===== src/verilog/vpu_config.svh =====
`ifndef VPU_CONFIG_SVH
`define VPU_CONFIG_SVH

// SRAM word and operand address
`define VPU_DATA_WIDTH      32
`define VPU_ADDR_WIDTH      6

// Bank split, low address bits pick the bank
`define VPU_BANK_CNT_LG2    1
`define VPU_BANK_DEPTH_LG2  (`VPU_ADDR_WIDTH - `VPU_BANK_CNT_LG2)

// Operand queue and vector length
`define VPU_QUEUE_DEPTH     4
`define VPU_LEN_WIDTH       3
`define VPU_MAX_LEN         4

`endif


===== src/verilog/vpu_pkg.sv =====
`include "vpu_config.svh"

package vpu_pkg;

    typedef enum logic [1:0] {
        ADD = 2'd0,
        SUB = 2'd1,
        MAX = 2'd2
    } vpu_opcode_e;

    // One vector command
    typedef struct packed {
        vpu_opcode_e                    opcode;
        logic                           elem16;
        logic [`VPU_ADDR_WIDTH-1:0]     src0_addr;
        logic [`VPU_ADDR_WIDTH-1:0]     src1_addr;
        logic [`VPU_LEN_WIDTH-1:0]      len;
    } vpu_op_t;

    // Data word as 8-bit or 16-bit lanes
    typedef union packed {
        logic [`VPU_DATA_WIDTH/8-1:0][7:0]      lane8;
        logic [`VPU_DATA_WIDTH/16-1:0][15:0]    lane16;
    } vpu_word_u;

    typedef struct packed {
        logic                               req;
        logic [`VPU_BANK_CNT_LG2-1:0]       rid;
        logic [`VPU_BANK_DEPTH_LG2-1:0]     addr;
        logic                               reb;
        logic                               rlast;
    } sram_rd_req_t;

    typedef struct packed {
        logic                           ack;
        logic                           rvalid;
        logic [`VPU_DATA_WIDTH-1:0]     rdata;
    } sram_rd_rsp_t;

    function automatic logic [`VPU_BANK_CNT_LG2-1:0] get_bank_id(
        input logic [`VPU_ADDR_WIDTH-1:0] addr
    );
        return addr[`VPU_BANK_CNT_LG2-1:0];
    endfunction

    function automatic logic [`VPU_BANK_DEPTH_LG2-1:0] get_bank_addr(
        input logic [`VPU_ADDR_WIDTH-1:0] addr
    );
        return addr[`VPU_ADDR_WIDTH-1:`VPU_BANK_CNT_LG2];
    endfunction

endpackage


===== src/verilog/vpu_operand_sram.sv =====
`timescale 1ns/1ps
`include "vpu_config.svh"

module vpu_operand_sram (
    input  logic                            clk,
    input  logic                            rst_n,
    input  vpu_pkg::sram_rd_req_t           rd_req0_i,
    input  vpu_pkg::sram_rd_req_t           rd_req1_i,
    input  logic                            wr_en_i,
    input  logic [`VPU_ADDR_WIDTH-1:0]      wr_addr_i,
    input  logic [`VPU_DATA_WIDTH-1:0]      wr_data_i,
    output vpu_pkg::sram_rd_rsp_t           rd_rsp0_o,
    output vpu_pkg::sram_rd_rsp_t           rd_rsp1_o
);
    import vpu_pkg::*;

    localparam int BANK_CNT   = 1 << `VPU_BANK_CNT_LG2;
    localparam int BANK_DEPTH = 1 << `VPU_BANK_DEPTH_LG2;

    logic [`VPU_DATA_WIDTH-1:0]     bank_mem [BANK_CNT][BANK_DEPTH];

    logic                           gnt0;
    logic                           gnt1;
    logic                           rvalid0_q;
    logic                           rvalid1_q;
    logic [`VPU_DATA_WIDTH-1:0]     rdata0_q;
    logic [`VPU_DATA_WIDTH-1:0]     rdata1_q;

    // Port 0 always wins its bank
    assign gnt0 = rd_req0_i.req && !rd_req0_i.reb;

    // Port 1 waits when both hit the same bank
    assign gnt1 = rd_req1_i.req && !rd_req1_i.reb &&
                  !(gnt0 && (rd_req0_i.rid == rd_req1_i.rid));

    always_ff @(posedge clk) begin
        if (wr_en_i) begin
            bank_mem[get_bank_id(wr_addr_i)][get_bank_addr(wr_addr_i)] <= wr_data_i;
        end
        if (gnt0) begin
            rdata0_q <= bank_mem[rd_req0_i.rid][rd_req0_i.addr];
        end
        if (gnt1) begin
            rdata1_q <= bank_mem[rd_req1_i.rid][rd_req1_i.addr];
        end
    end

    // Read data returns one cycle after the grant
    always_ff @(posedge clk) begin
        if (!rst_n) begin
            rvalid0_q <= 1'b0;
            rvalid1_q <= 1'b0;
        end else begin
            rvalid0_q <= gnt0;
            rvalid1_q <= gnt1;
        end
    end

    assign rd_rsp0_o = '{ack: gnt0, rvalid: rvalid0_q, rdata: rdata0_q};
    assign rd_rsp1_o = '{ack: gnt1, rvalid: rvalid1_q, rdata: rdata1_q};

endmodule


===== src/verilog/vpu_src_port_controller.sv =====
`timescale 1ns/1ps
`include "vpu_config.svh"

module vpu_src_port_controller (
    input  logic                            clk,
    input  logic                            rst_n,
    input  logic                            start_i,
    input  logic [`VPU_ADDR_WIDTH-1:0]      raddr_i,
    input  logic [`VPU_LEN_WIDTH-1:0]       len_i,
    input  vpu_pkg::sram_rd_rsp_t           sram_rsp_i,
    output logic                            done_o,
    output vpu_pkg::sram_rd_req_t           sram_req_o,
    output logic [`VPU_DATA_WIDTH-1:0]      operand_fifo_wdata_o,
    output logic                            operand_fifo_wren_o
);
    import vpu_pkg::*;

    typedef enum logic {
        S_IDLE,
        S_READ
    } state_e;

    localparam sram_rd_req_t REQ_IDLE = '{req: 1'b0, rid: '0, addr: '0, reb: 1'b1, rlast: 1'b0};

    state_e                         state;
    sram_rd_req_t                   req_q;
    logic [`VPU_ADDR_WIDTH-1:0]     next_addr;
    // Words left to request after the one on the bus
    logic [`VPU_LEN_WIDTH-1:0]      issue_left;
    // Words requested or not yet returned
    logic [`VPU_LEN_WIDTH-1:0]      pend_cnt;
    logic                           ret_fire;

    assign ret_fire = (state == S_READ) && sram_rsp_i.rvalid;

    always_ff @(posedge clk) begin
        if (!rst_n) begin
            state      <= S_IDLE;
            req_q      <= REQ_IDLE;
            next_addr  <= '0;
            issue_left <= '0;
            pend_cnt   <= '0;
        end else begin
            case (state)
                S_IDLE: begin
                    if (start_i) begin
                        state       <= S_READ;
                        req_q.req   <= 1'b1;
                        req_q.rid   <= get_bank_id(raddr_i);
                        req_q.addr  <= get_bank_addr(raddr_i);
                        req_q.reb   <= 1'b0;
                        req_q.rlast <= (len_i == `VPU_LEN_WIDTH'(1));
                        next_addr   <= raddr_i + 1'b1;
                        issue_left  <= len_i - 1'b1;
                        pend_cnt    <= len_i;
                    end
                end

                S_READ: begin
                    // Next address goes out right after an ack
                    if (req_q.req && sram_rsp_i.ack) begin
                        if (issue_left != '0) begin
                            req_q.rid   <= get_bank_id(next_addr);
                            req_q.addr  <= get_bank_addr(next_addr);
                            req_q.rlast <= (issue_left == `VPU_LEN_WIDTH'(1));
                            next_addr   <= next_addr + 1'b1;
                            issue_left  <= issue_left - 1'b1;
                        end else begin
                            req_q <= REQ_IDLE;
                        end
                    end
                    if (ret_fire) begin
                        pend_cnt <= pend_cnt - 1'b1;
                        if (pend_cnt == `VPU_LEN_WIDTH'(1)) begin
                            state <= S_IDLE;
                        end
                    end
                end
            endcase
        end
    end

    assign sram_req_o           = req_q;
    assign operand_fifo_wdata_o = sram_rsp_i.rdata;
    assign operand_fifo_wren_o  = ret_fire;
    assign done_o               = (state == S_IDLE);

endmodule


===== src/verilog/vpu_operand_queue.sv =====
`timescale 1ns/1ps
`include "vpu_config.svh"

module vpu_operand_queue (
    input  logic                            clk,
    input  logic                            rst_n,
    input  logic                            wren_i,
    input  logic [`VPU_DATA_WIDTH-1:0]      wdata_i,
    input  logic                            rden_i,
    output logic [`VPU_DATA_WIDTH-1:0]      rdata_o,
    output logic                            empty_o
);

    localparam int PTR_W = $clog2(`VPU_QUEUE_DEPTH);
    localparam int CNT_W = $clog2(`VPU_QUEUE_DEPTH + 1);

    logic [`VPU_DATA_WIDTH-1:0]     mem [`VPU_QUEUE_DEPTH];
    logic [PTR_W-1:0]               wr_ptr;
    logic [PTR_W-1:0]               rd_ptr;
    logic [CNT_W-1:0]               count;
    logic                           do_wr;
    logic                           do_rd;

    assign do_rd = rden_i && !empty_o;
    assign do_wr = wren_i && (count != CNT_W'(`VPU_QUEUE_DEPTH));

    always_ff @(posedge clk) begin
        if (do_wr) begin
            mem[wr_ptr] <= wdata_i;
        end
    end

    // Depth is a power of two, pointers wrap on their own
    always_ff @(posedge clk) begin
        if (!rst_n) begin
            wr_ptr <= '0;
            rd_ptr <= '0;
            count  <= '0;
        end else begin
            if (do_wr) begin
                wr_ptr <= wr_ptr + 1'b1;
            end
            if (do_rd) begin
                rd_ptr <= rd_ptr + 1'b1;
            end
            count <= count + CNT_W'(do_wr) - CNT_W'(do_rd);
        end
    end

    assign rdata_o = mem[rd_ptr];
    assign empty_o = (count == '0);

endmodule


===== src/verilog/vpu_lane_alu.sv =====
`timescale 1ns/1ps
`include "vpu_config.svh"

module vpu_lane_alu (
    input  logic                    clk,
    input  logic                    rst_n,
    input  logic                    valid_i,
    input  vpu_pkg::vpu_opcode_e    opcode_i,
    input  logic                    elem16_i,
    input  vpu_pkg::vpu_word_u      a_i,
    input  vpu_pkg::vpu_word_u      b_i,
    output logic                    valid_o,
    output vpu_pkg::vpu_word_u      result_o
);
    import vpu_pkg::*;

    localparam int LANES8  = `VPU_DATA_WIDTH / 8;
    localparam int LANES16 = `VPU_DATA_WIDTH / 16;

    vpu_word_u  res;

    // Lanes are independent, carries never cross a lane
    always_comb begin
        res = '0;
        if (elem16_i) begin
            for (int i = 0; i < LANES16; i++) begin
                case (opcode_i)
                    ADD:     res.lane16[i] = a_i.lane16[i] + b_i.lane16[i];
                    SUB:     res.lane16[i] = a_i.lane16[i] - b_i.lane16[i];
                    MAX:     res.lane16[i] = (a_i.lane16[i] > b_i.lane16[i]) ?
                                             a_i.lane16[i] : b_i.lane16[i];
                    default: res.lane16[i] = a_i.lane16[i];
                endcase
            end
        end else begin
            for (int i = 0; i < LANES8; i++) begin
                case (opcode_i)
                    ADD:     res.lane8[i] = a_i.lane8[i] + b_i.lane8[i];
                    SUB:     res.lane8[i] = a_i.lane8[i] - b_i.lane8[i];
                    MAX:     res.lane8[i] = (a_i.lane8[i] > b_i.lane8[i]) ?
                                            a_i.lane8[i] : b_i.lane8[i];
                    default: res.lane8[i] = a_i.lane8[i];
                endcase
            end
        end
    end

    always_ff @(posedge clk) begin
        result_o <= res;
    end

    always_ff @(posedge clk) begin
        if (!rst_n) begin
            valid_o <= 1'b0;
        end else begin
            valid_o <= valid_i;
        end
    end

endmodule


===== src/verilog/vpu_controller.sv =====
`timescale 1ns/1ps
`include "vpu_config.svh"

module vpu_controller (
    input  logic                clk,
    input  logic                rst_n,
    input  logic                start_i,
    input  vpu_pkg::vpu_op_t    op_i,
    input  logic                port0_done_i,
    input  logic                port1_done_i,
    input  logic                q0_empty_i,
    input  logic                q1_empty_i,
    output logic                port_start_o,
    output vpu_pkg::vpu_op_t    op_o,
    output logic                pop_o,
    output logic                done_o
);
    import vpu_pkg::*;

    typedef enum logic [1:0] {
        S_IDLE,
        S_RUN,
        S_DRAIN
    } state_e;

    state_e                         state;
    vpu_op_t                        op_q;
    logic [`VPU_LEN_WIDTH-1:0]      pop_cnt;
    logic                           accept;
    logic                           last_pop;

    // Strobes while busy are dropped here
    assign accept   = (state == S_IDLE) && start_i;
    assign pop_o    = (state == S_RUN) && !q0_empty_i && !q1_empty_i;
    assign last_pop = pop_o && (pop_cnt == op_q.len - `VPU_LEN_WIDTH'(1));

    always_ff @(posedge clk) begin
        if (accept) begin
            op_q <= op_i;
            if (op_i.len > `VPU_LEN_WIDTH'(`VPU_MAX_LEN)) begin
                op_q.len <= `VPU_LEN_WIDTH'(`VPU_MAX_LEN);
            end
        end
    end

    always_ff @(posedge clk) begin
        if (!rst_n) begin
            state        <= S_IDLE;
            pop_cnt      <= '0;
            port_start_o <= 1'b0;
        end else begin
            port_start_o <= accept;
            case (state)
                S_IDLE: begin
                    pop_cnt <= '0;
                    if (accept) begin
                        state <= S_RUN;
                    end
                end
                S_RUN: begin
                    if (pop_o) begin
                        pop_cnt <= pop_cnt + 1'b1;
                    end
                    if (last_pop) begin
                        state <= S_DRAIN;
                    end
                end
                // Last ALU result is on the output this cycle
                S_DRAIN: begin
                    if (port0_done_i && port1_done_i) begin
                        state <= S_IDLE;
                    end
                end
                default: state <= S_IDLE;
            endcase
        end
    end

    assign op_o   = op_q;
    assign done_o = (state == S_IDLE);

endmodule


===== src/verilog/vpu_top.sv =====
`timescale 1ns/1ps
`include "vpu_config.svh"

module vpu_top (
    input  logic                            clk,
    input  logic                            rst_n,
    input  logic                            start_i,
    input  vpu_pkg::vpu_op_t                op_i,
    input  logic                            wr_en_i,
    input  logic [`VPU_ADDR_WIDTH-1:0]      wr_addr_i,
    input  logic [`VPU_DATA_WIDTH-1:0]      wr_data_i,
    output logic                            done_o,
    output logic                            result_valid_o,
    output vpu_pkg::vpu_word_u              result_o
);
    import vpu_pkg::*;

    vpu_op_t                        op_q;
    logic                           port_start;
    logic                           pop;
    logic                           port0_done;
    logic                           port1_done;
    sram_rd_req_t                   rd_req0;
    sram_rd_req_t                   rd_req1;
    sram_rd_rsp_t                   rd_rsp0;
    sram_rd_rsp_t                   rd_rsp1;
    logic                           q0_wren;
    logic                           q1_wren;
    logic                           q0_empty;
    logic                           q1_empty;
    logic [`VPU_DATA_WIDTH-1:0]     q0_wdata;
    logic [`VPU_DATA_WIDTH-1:0]     q1_wdata;
    logic [`VPU_DATA_WIDTH-1:0]     q0_rdata;
    logic [`VPU_DATA_WIDTH-1:0]     q1_rdata;

    vpu_controller u_ctrl (
        .clk          (clk),
        .rst_n        (rst_n),
        .start_i      (start_i),
        .op_i         (op_i),
        .port0_done_i (port0_done),
        .port1_done_i (port1_done),
        .q0_empty_i   (q0_empty),
        .q1_empty_i   (q1_empty),
        .port_start_o (port_start),
        .op_o         (op_q),
        .pop_o        (pop),
        .done_o       (done_o)
    );

    // Source 0 has bank priority in the SRAM
    vpu_src_port_controller u_port0 (
        .clk                  (clk),
        .rst_n                (rst_n),
        .start_i              (port_start),
        .raddr_i              (op_q.src0_addr),
        .len_i                (op_q.len),
        .sram_rsp_i           (rd_rsp0),
        .done_o               (port0_done),
        .sram_req_o           (rd_req0),
        .operand_fifo_wdata_o (q0_wdata),
        .operand_fifo_wren_o  (q0_wren)
    );

    vpu_src_port_controller u_port1 (
        .clk                  (clk),
        .rst_n                (rst_n),
        .start_i              (port_start),
        .raddr_i              (op_q.src1_addr),
        .len_i                (op_q.len),
        .sram_rsp_i           (rd_rsp1),
        .done_o               (port1_done),
        .sram_req_o           (rd_req1),
        .operand_fifo_wdata_o (q1_wdata),
        .operand_fifo_wren_o  (q1_wren)
    );

    vpu_operand_queue u_queue0 (
        .clk     (clk),
        .rst_n   (rst_n),
        .wren_i  (q0_wren),
        .wdata_i (q0_wdata),
        .rden_i  (pop),
        .rdata_o (q0_rdata),
        .empty_o (q0_empty)
    );

    vpu_operand_queue u_queue1 (
        .clk     (clk),
        .rst_n   (rst_n),
        .wren_i  (q1_wren),
        .wdata_i (q1_wdata),
        .rden_i  (pop),
        .rdata_o (q1_rdata),
        .empty_o (q1_empty)
    );

    vpu_operand_sram u_sram (
        .clk       (clk),
        .rst_n     (rst_n),
        .rd_req0_i (rd_req0),
        .rd_req1_i (rd_req1),
        .wr_en_i   (wr_en_i),
        .wr_addr_i (wr_addr_i),
        .wr_data_i (wr_data_i),
        .rd_rsp0_o (rd_rsp0),
        .rd_rsp1_o (rd_rsp1)
    );

    // Head pair goes in on the pop, result one cycle later
    vpu_lane_alu u_alu (
        .clk      (clk),
        .rst_n    (rst_n),
        .valid_i  (pop),
        .opcode_i (op_q.opcode),
        .elem16_i (op_q.elem16),
        .a_i      (q0_rdata),
        .b_i      (q1_rdata),
        .valid_o  (result_valid_o),
        .result_o (result_o)
    );

endmodule


===== config.mk =====
export PLATFORM = sky130hd
export DESIGN_NAME = vpu_top
export DESIGN_NICKNAME = d
export VERILOG_FILES = /design/src/verilog/vpu_pkg.sv /design/src/verilog/vpu_operand_sram.sv /design/src/verilog/vpu_src_port_controller.sv /design/src/verilog/vpu_operand_queue.sv /design/src/verilog/vpu_lane_alu.sv /design/src/verilog/vpu_controller.sv /design/src/verilog/vpu_top.sv
export VERILOG_INCLUDE_DIRS = /design/src /design/src/verilog
export SDC_FILE = /design/constraint.sdc
export NUM_CORES = 2
export LEC_CHECK = 0
export ABC_CLOCK_PERIOD_IN_PS = 5400
export BUFFER_PORTS_ARGS = -buffer_cell sky130_fd_sc_hd__buf_2
export CAP_MARGIN = 20
export CORE_ASPECT_RATIO = 1.25
export CORE_UTILIZATION = 52
export CTS_CLUSTER_SIZE = 20
export DETAILED_ROUTE_END_ITERATION = 6
export PLACE_DENSITY = 0.79
export SLEW_MARGIN = 0
export SYNTH_ARGS = -nofsm -noshare
export SYNTH_HDL_FRONTEND = slang
export SYNTH_SLANG_ARGS = --single-unit

===== constraint.sdc =====
create_clock -name clk -period 5.4 [get_ports clk]
set_input_delay 0.27 -clock clk [delete_from_list [all_inputs] [get_ports clk]]
set_output_delay 0.27 -clock clk [all_outputs]
set_load 0.02 [all_outputs]

# Word-level counts from Yosys, hierarchy flattened
# Memory sizes are Yosys's and may differ from the RTL's. A register that Yosys moved wholly into a read port is not among the register bits.
# Index checks and enable logic that the tools add are counted.
# totals
reg_bits	179
latchBits	0
ram_bits	2304
mem_bits_ro	0
wordCells	234
memories	3
# memory_table
name	depth	word_bits	rd	rd_clocked_by_memory_dff	wr	line_no	source
u_sram.bank_mem	2	1024	2	2	1	vpu_operand_sram.sv:20	logic [`VPU_DATA_WIDTH-1:0] bank_mem [BANK_CNT][BANK_DEPTH];
u_queue0.mem	4	32	1	1	1	vpu_operand_queue.sv:17	logic [`VPU_DATA_WIDTH-1:0] mem [`VPU_QUEUE_DEPTH];
u_queue1.mem	4	32	1	1	1	vpu_operand_queue.sv:17	
# classes
add_sub_neg	30
multipliers	0
div_mod_pow	0
magnitude_cmp	11
eq_ne	27
shift	0
muxes	82
n_bitwise	5
n_reduce_logical	40
# op_table
cell	count
1024-bit 2-to-1 mux	1
32-bit binary-select mux with 5-bit select	2
32-bit 2-to-1 mux	6
32-bit demux with 5-bit select	1
16-bit case mux with 3 select lines	2
8-bit case mux with 3 select lines	4
6-bit 2-to-1 mux	8
9-bit 2-to-1 mux	4
9-bit case mux with 2 select lines	2
16-bit adder	2
8-bit adder	4
16-bit greater-than comparator	2
8-bit greater-than comparator	4
16-bit 2-to-1 mux	2
8-bit 2-to-1 mux	4
16-bit subtractor	2
8-bit subtractor	4
3-bit case mux with 2 select lines	5
3-bit 2-to-1 mux	9
6-bit by 1-bit adder with 6-bit output (second input constant)	4
6-bit case mux with 2 select lines	2
1-bit 2-to-1 mux	20
6-bit greater-or-equal comparator (second input constant)	3
1-bit logical AND	18
other kinds (27)	80

# Longest topological paths before layout
# logic_depth
word_depth	10
mapped_depth	17
ltp_nobuf	15

# Cells and area by module
# Synthesis repeated with hierarchy kept, for this count alone.
# hier_totals
hier_cells	6286
area_unflattened_um2	116909.6
# modules_own_cells
mod	n_inst	cells_each	area_each_um2
vpu_operand_sram	1	4653	96935.5
vpu_operand_queue	2	217	5132.4
vpu_lane_alu	1	767	5636.7
vpu_src_port_controller	2	188	1592.8
vpu_controller	1	56	887.1

# Least setup slack after synthesis
# Ideal clock, no wire load.
# synth_path
path_kind	register to register
from	register u_port0.req_q, in the netlist u_port0.sram_req_o[8]
to	register u_port1.next_addr[2]
setup_time_ps	115
t_arrival_ps	4702
required_ps	5285
slack_ps	583
stages_incl_launch_ff	8
path_cell_list	dfxtp_1 -> nor2b_1 -> a21oi_1 -> and2_1 -> a21oi_1 -> clkbuf_1 -> o21ai_0 -> and2_1
# synth_via
elab_chain_len	7
# synth_rtl
element	line_no	source
start: declaration	vpu_src_port_controller.sv:26	sram_rd_req_t req_q;
1-bit logical AND	vpu_operand_sram.sv:30	assign gnt0 = rd_req0_i.req && !rd_req0_i.reb;
net u_sram.gnt0	vpu_operand_sram.sv:22	logic gnt0;
1-bit logical AND	vpu_operand_sram.sv:34	!(gnt0 && (rd_req0_i.rid == rd_req1_i.rid));
1-bit logical NOT	vpu_operand_sram.sv:34	
1-bit logical AND	vpu_operand_sram.sv:33	assign gnt1 = rd_req1_i.req && !rd_req1_i.reb &&
net u_sram.gnt1	vpu_operand_sram.sv:23	logic gnt1;
1-bit logical AND	vpu_src_port_controller.sv:61	if (req_q.req && sram_rsp_i.ack) begin
2-bit inequality test (no line)	-	
3-bit AND reduction (no line)	-	
end signal: assignment	vpu_src_port_controller.sv:53	next_addr <= raddr_i + 1'b1;
end signal: assignment	vpu_src_port_controller.sv:66	next_addr <= next_addr + 1'b1;
end: declaration	vpu_src_port_controller.sv:27	logic [`VPU_ADDR_WIDTH-1:0] next_addr;
# The timed path passes the listed nets, and every way through them passes these cells.
# A chain may end at the register's enable or synchronous reset.

==> impl_results.md <==
- Asr flop ratio synth: 0
- Most frequent cells in the layout: edfxtp_1 (2386), mux4_2 (1384), clkbuf_16 (233)
- Post-CTS Hold Buffers: 19
- Maximum clock rate: ~220 MHz
- Slew Limit Fails: 0
- Core box area: ~220000 um^2
- Status: finished with violations
- Met1 Resource Use GR: 0.376
- Crit-path max FO: 16
- Layer with the highest usage: met2
- Routed length per instance: ~39 um
- Fraction of layout cells with a size suffix above 1: 0.367
- Worst Hold Class: in2reg
- Final Cycle Share: 0.830
- Crit path DAT: 5.22 ns
- Crit Path Class: reg2reg
- M3 GR Usage: 0.0853
- CTS sink count: 2489
- Power density over the cells: 321 nW/um^2
- Starting Density: 0.523
- GRT met2 Usage: 0.500
- TritonCTS clock tree: yes
- Mapped cell area: 114000 um^2
- Final setup violation count: 0
- Sequential fraction of the synthesis area: 0.644
- Failing checks: DRC
- H-Tree Level Count: 4
- First-pass GRT wire length: 486000 um
- Area growth syn-to-layout: 11.6%
- Final worst setup slack: 0.918 ns
- Max VDD drop: 0.279 mV
- Initial antenna violation count: between 40 and 50
- Die Y: approximately 530 um
- Synthesized netlist net count: 5634
- Longest Clk Path Bufs: 4
- Ports: 94
- Nets: 5798
- Hold Violations, Final: 0
- RSZ-0062 raised after global routing: no
- Rows: 192
- Yosys cell types: 73
- CP endpoint kind: flip-flop
- Synthesized area per cell: 20.9 um^2
- Post-synth EDFFs: 2386
- Synth Instances: ~5500
- CTS Root Cell: clkbuf_16
- Vias in the first global route: around 66000
- 1st-pass router iterations: 7
- DR vias/cell: 7.39
- Total die area: 222000 um^2
- Leak pwr: between 30 and 40 nW
- Hpwl dp: between 150000 and 200000 um
- Commonest non-fill, non-tap cell in the layout: edfxtp_1
- Yosys warnings: 0
- Ys flop type: edfxtp_1
- Die X: 422 um
- Iteration-0 DRC Markers: 10426
- Clock slew at reported path FFs: around 0.070 ns
- PortBufs: 93
- Clock Latency Late Sink: 0.90 ns
- Slew HR: 0.150
- Register bit total from synthesis: between 2000 and 2500
- Post-route setup TNS: 0 ns
- CP startpoint kind: flip-flop
- Worst Skew: ~0.084 ns
- Routability Congestion: a little under 0.9
- Critical Path RT: 6.13 ns
- Antenna Violating Nets Remaining: 0
- Total Wirelength: ~350000 um
- Post-CTS setup buffers: 0
- CTS Buf Count: 230
- Total GRT Usage: 0.311
- Measured slew at the worst slew-check pin: 1.27 ns
- Grt total ovfl: 0
- MaxCap Viol Count: 0
- Fin crit period: 4.48 ns
- Post-Place Setup Slack: approximately 0.94 ns
- Vias: roughly 65000
- Largest net degree at the start of global routing: roughly 90
- DRC: 1
- CTS resizes: 0
## where the power goes
part	leakage, nW	total (W)	internal (W)	switching (W)
clock network	3.63	0.0167	0.00937	0.00734
registers	22.3	0.0215	0.0213	0.000211
logic	12.2	0.00274	0.00118	0.00155
total	38.2	0.0410	0.0319	0.00910
## metrics by stage
stage / power (W) / hold slack (ns) / utilization / cells / cell area, um^2
3_5_place_dp: 0.0246 / 0.436 / 0.548 / 8296 / 120000
6_report: 0.0410 / 0.0839 / 0.583 / 8755 / 128000
2_1_floorplan: 0.0235 / 0.369 / - / 5476 / 114000
4_1_cts: 0.0410 / 0.0208 / 0.583 / 8734 / 128000
3_3_place_gp: 0.0245 / 0.431 / 0.547 / 8289 / 120000
5_1_grt: 0.0418 / 0.0942 / 0.583 / 8743 / 128000
## Yosys cell counts, types with 19 or more instances
master	n	area, um^2
nor3_1	19	95.1
edfxtp_1	2386	71600
nand2b_1	21	131
and2_1	33	206
clkbuf_1	273	1020
nand2_1	100	375
mux2i_1	54	541
nor2_1	148	556
mux4_2	1384	31200
nor2b_1	69	432
dfxtp_1	103	2060
o21ai_0	72	360
inv_1	104	390
ha_1	88	1100
xnor2_1	56	490
buf_2	32	160
nand3_1	25	125
a21oi_1	106	531
a211oi_1	38	285
buf_1	86	323
## worst max-delay path, cell delays in order (launching register included)
cell,delay (ns)
dfxtp_2,0.63
buf_4,0.34
mux4_2,0.62
ha_1,0.65
nand4_1,0.20
nor2_1,0.21
o211ai_1,0.14
a21oi_1,0.67
o22ai_1,0.37
a222oi_1,0.35
o21ai_0,0.12
## kinds of logic (layout without fill, tap and decap cells)
| kind of cell | count (synthesis) | count (layout) | share of synthesized area |
|---|---|---|---|
| muxes | 1443 | 1443 | 0.278 |
| DFF | 2489 | 2489 | 0.644 |
| AOI/OAI and AO/OA | 412 | 412 | 0.0246 |
| xor gates and xnor gates | 68 | 68 | 0.00521 |
| other | 0 | 18 | 0 |
| buffers and inverters | 497 | 848 | 0.0168 |
| adders and majority gates | 98 | 98 | 0.0114 |
| and+or+nand+nor | 469 | 469 | 0.0200 |
## routing by layer
metal	vias up	wire length [um]
met1	33749	109000
met5	-	200
met3	1256	44200
met4	30	23700
met2	5610	168000
li1	24096	-
## layout make-up
cell class	count	area, um^2
fill	14789	91200
sequential	2489	73800
tap	2910	3640
timing repair buffer	325	3000
clock inverter	140	1540
multi-input combinational	2490	39300
clock buffer	279	6020
inverter	104	390
antenna	18	45.0
## registers in the layout, summed over array words and instances, names as in the netlist, 3 cells and up, named ones only
register,flops
u_port0.next_addr,6
u_queue0.count,3
u_queue0.mem,128
u_alu.result_o,32
u_port1.issue_left,3
u_ctrl.pop_cnt,3
u_port0.pend_cnt,3
u_sram.bank_mem,2048
u_queue1.mem,128
u_port1.next_addr,6
u_queue1.count,3
u_port0.issue_left,3
u_ctrl.op_o,18
u_port0.sram_req_o,8
u_port1.sram_req_o,8
u_port1.pend_cnt,3
u_sram.rdata1_q,32
u_sram.rdata0_q,32
## worst paths after layout
kind	start	end	slack (ns)	cells after the start
max	flip-flop	u_alu.result_o[25]	0.92	10
min	wr_data_i[3]	u_sram.bank_mem[0][323]	0.08	1
max reg2reg	flip-flop	u_alu.result_o[25]	0.92	10
min reg2reg	u_port1.next_addr[0]	u_port1.next_addr[0]	0.44	2
Note: power is estimated with default switching activity, not from simulation.
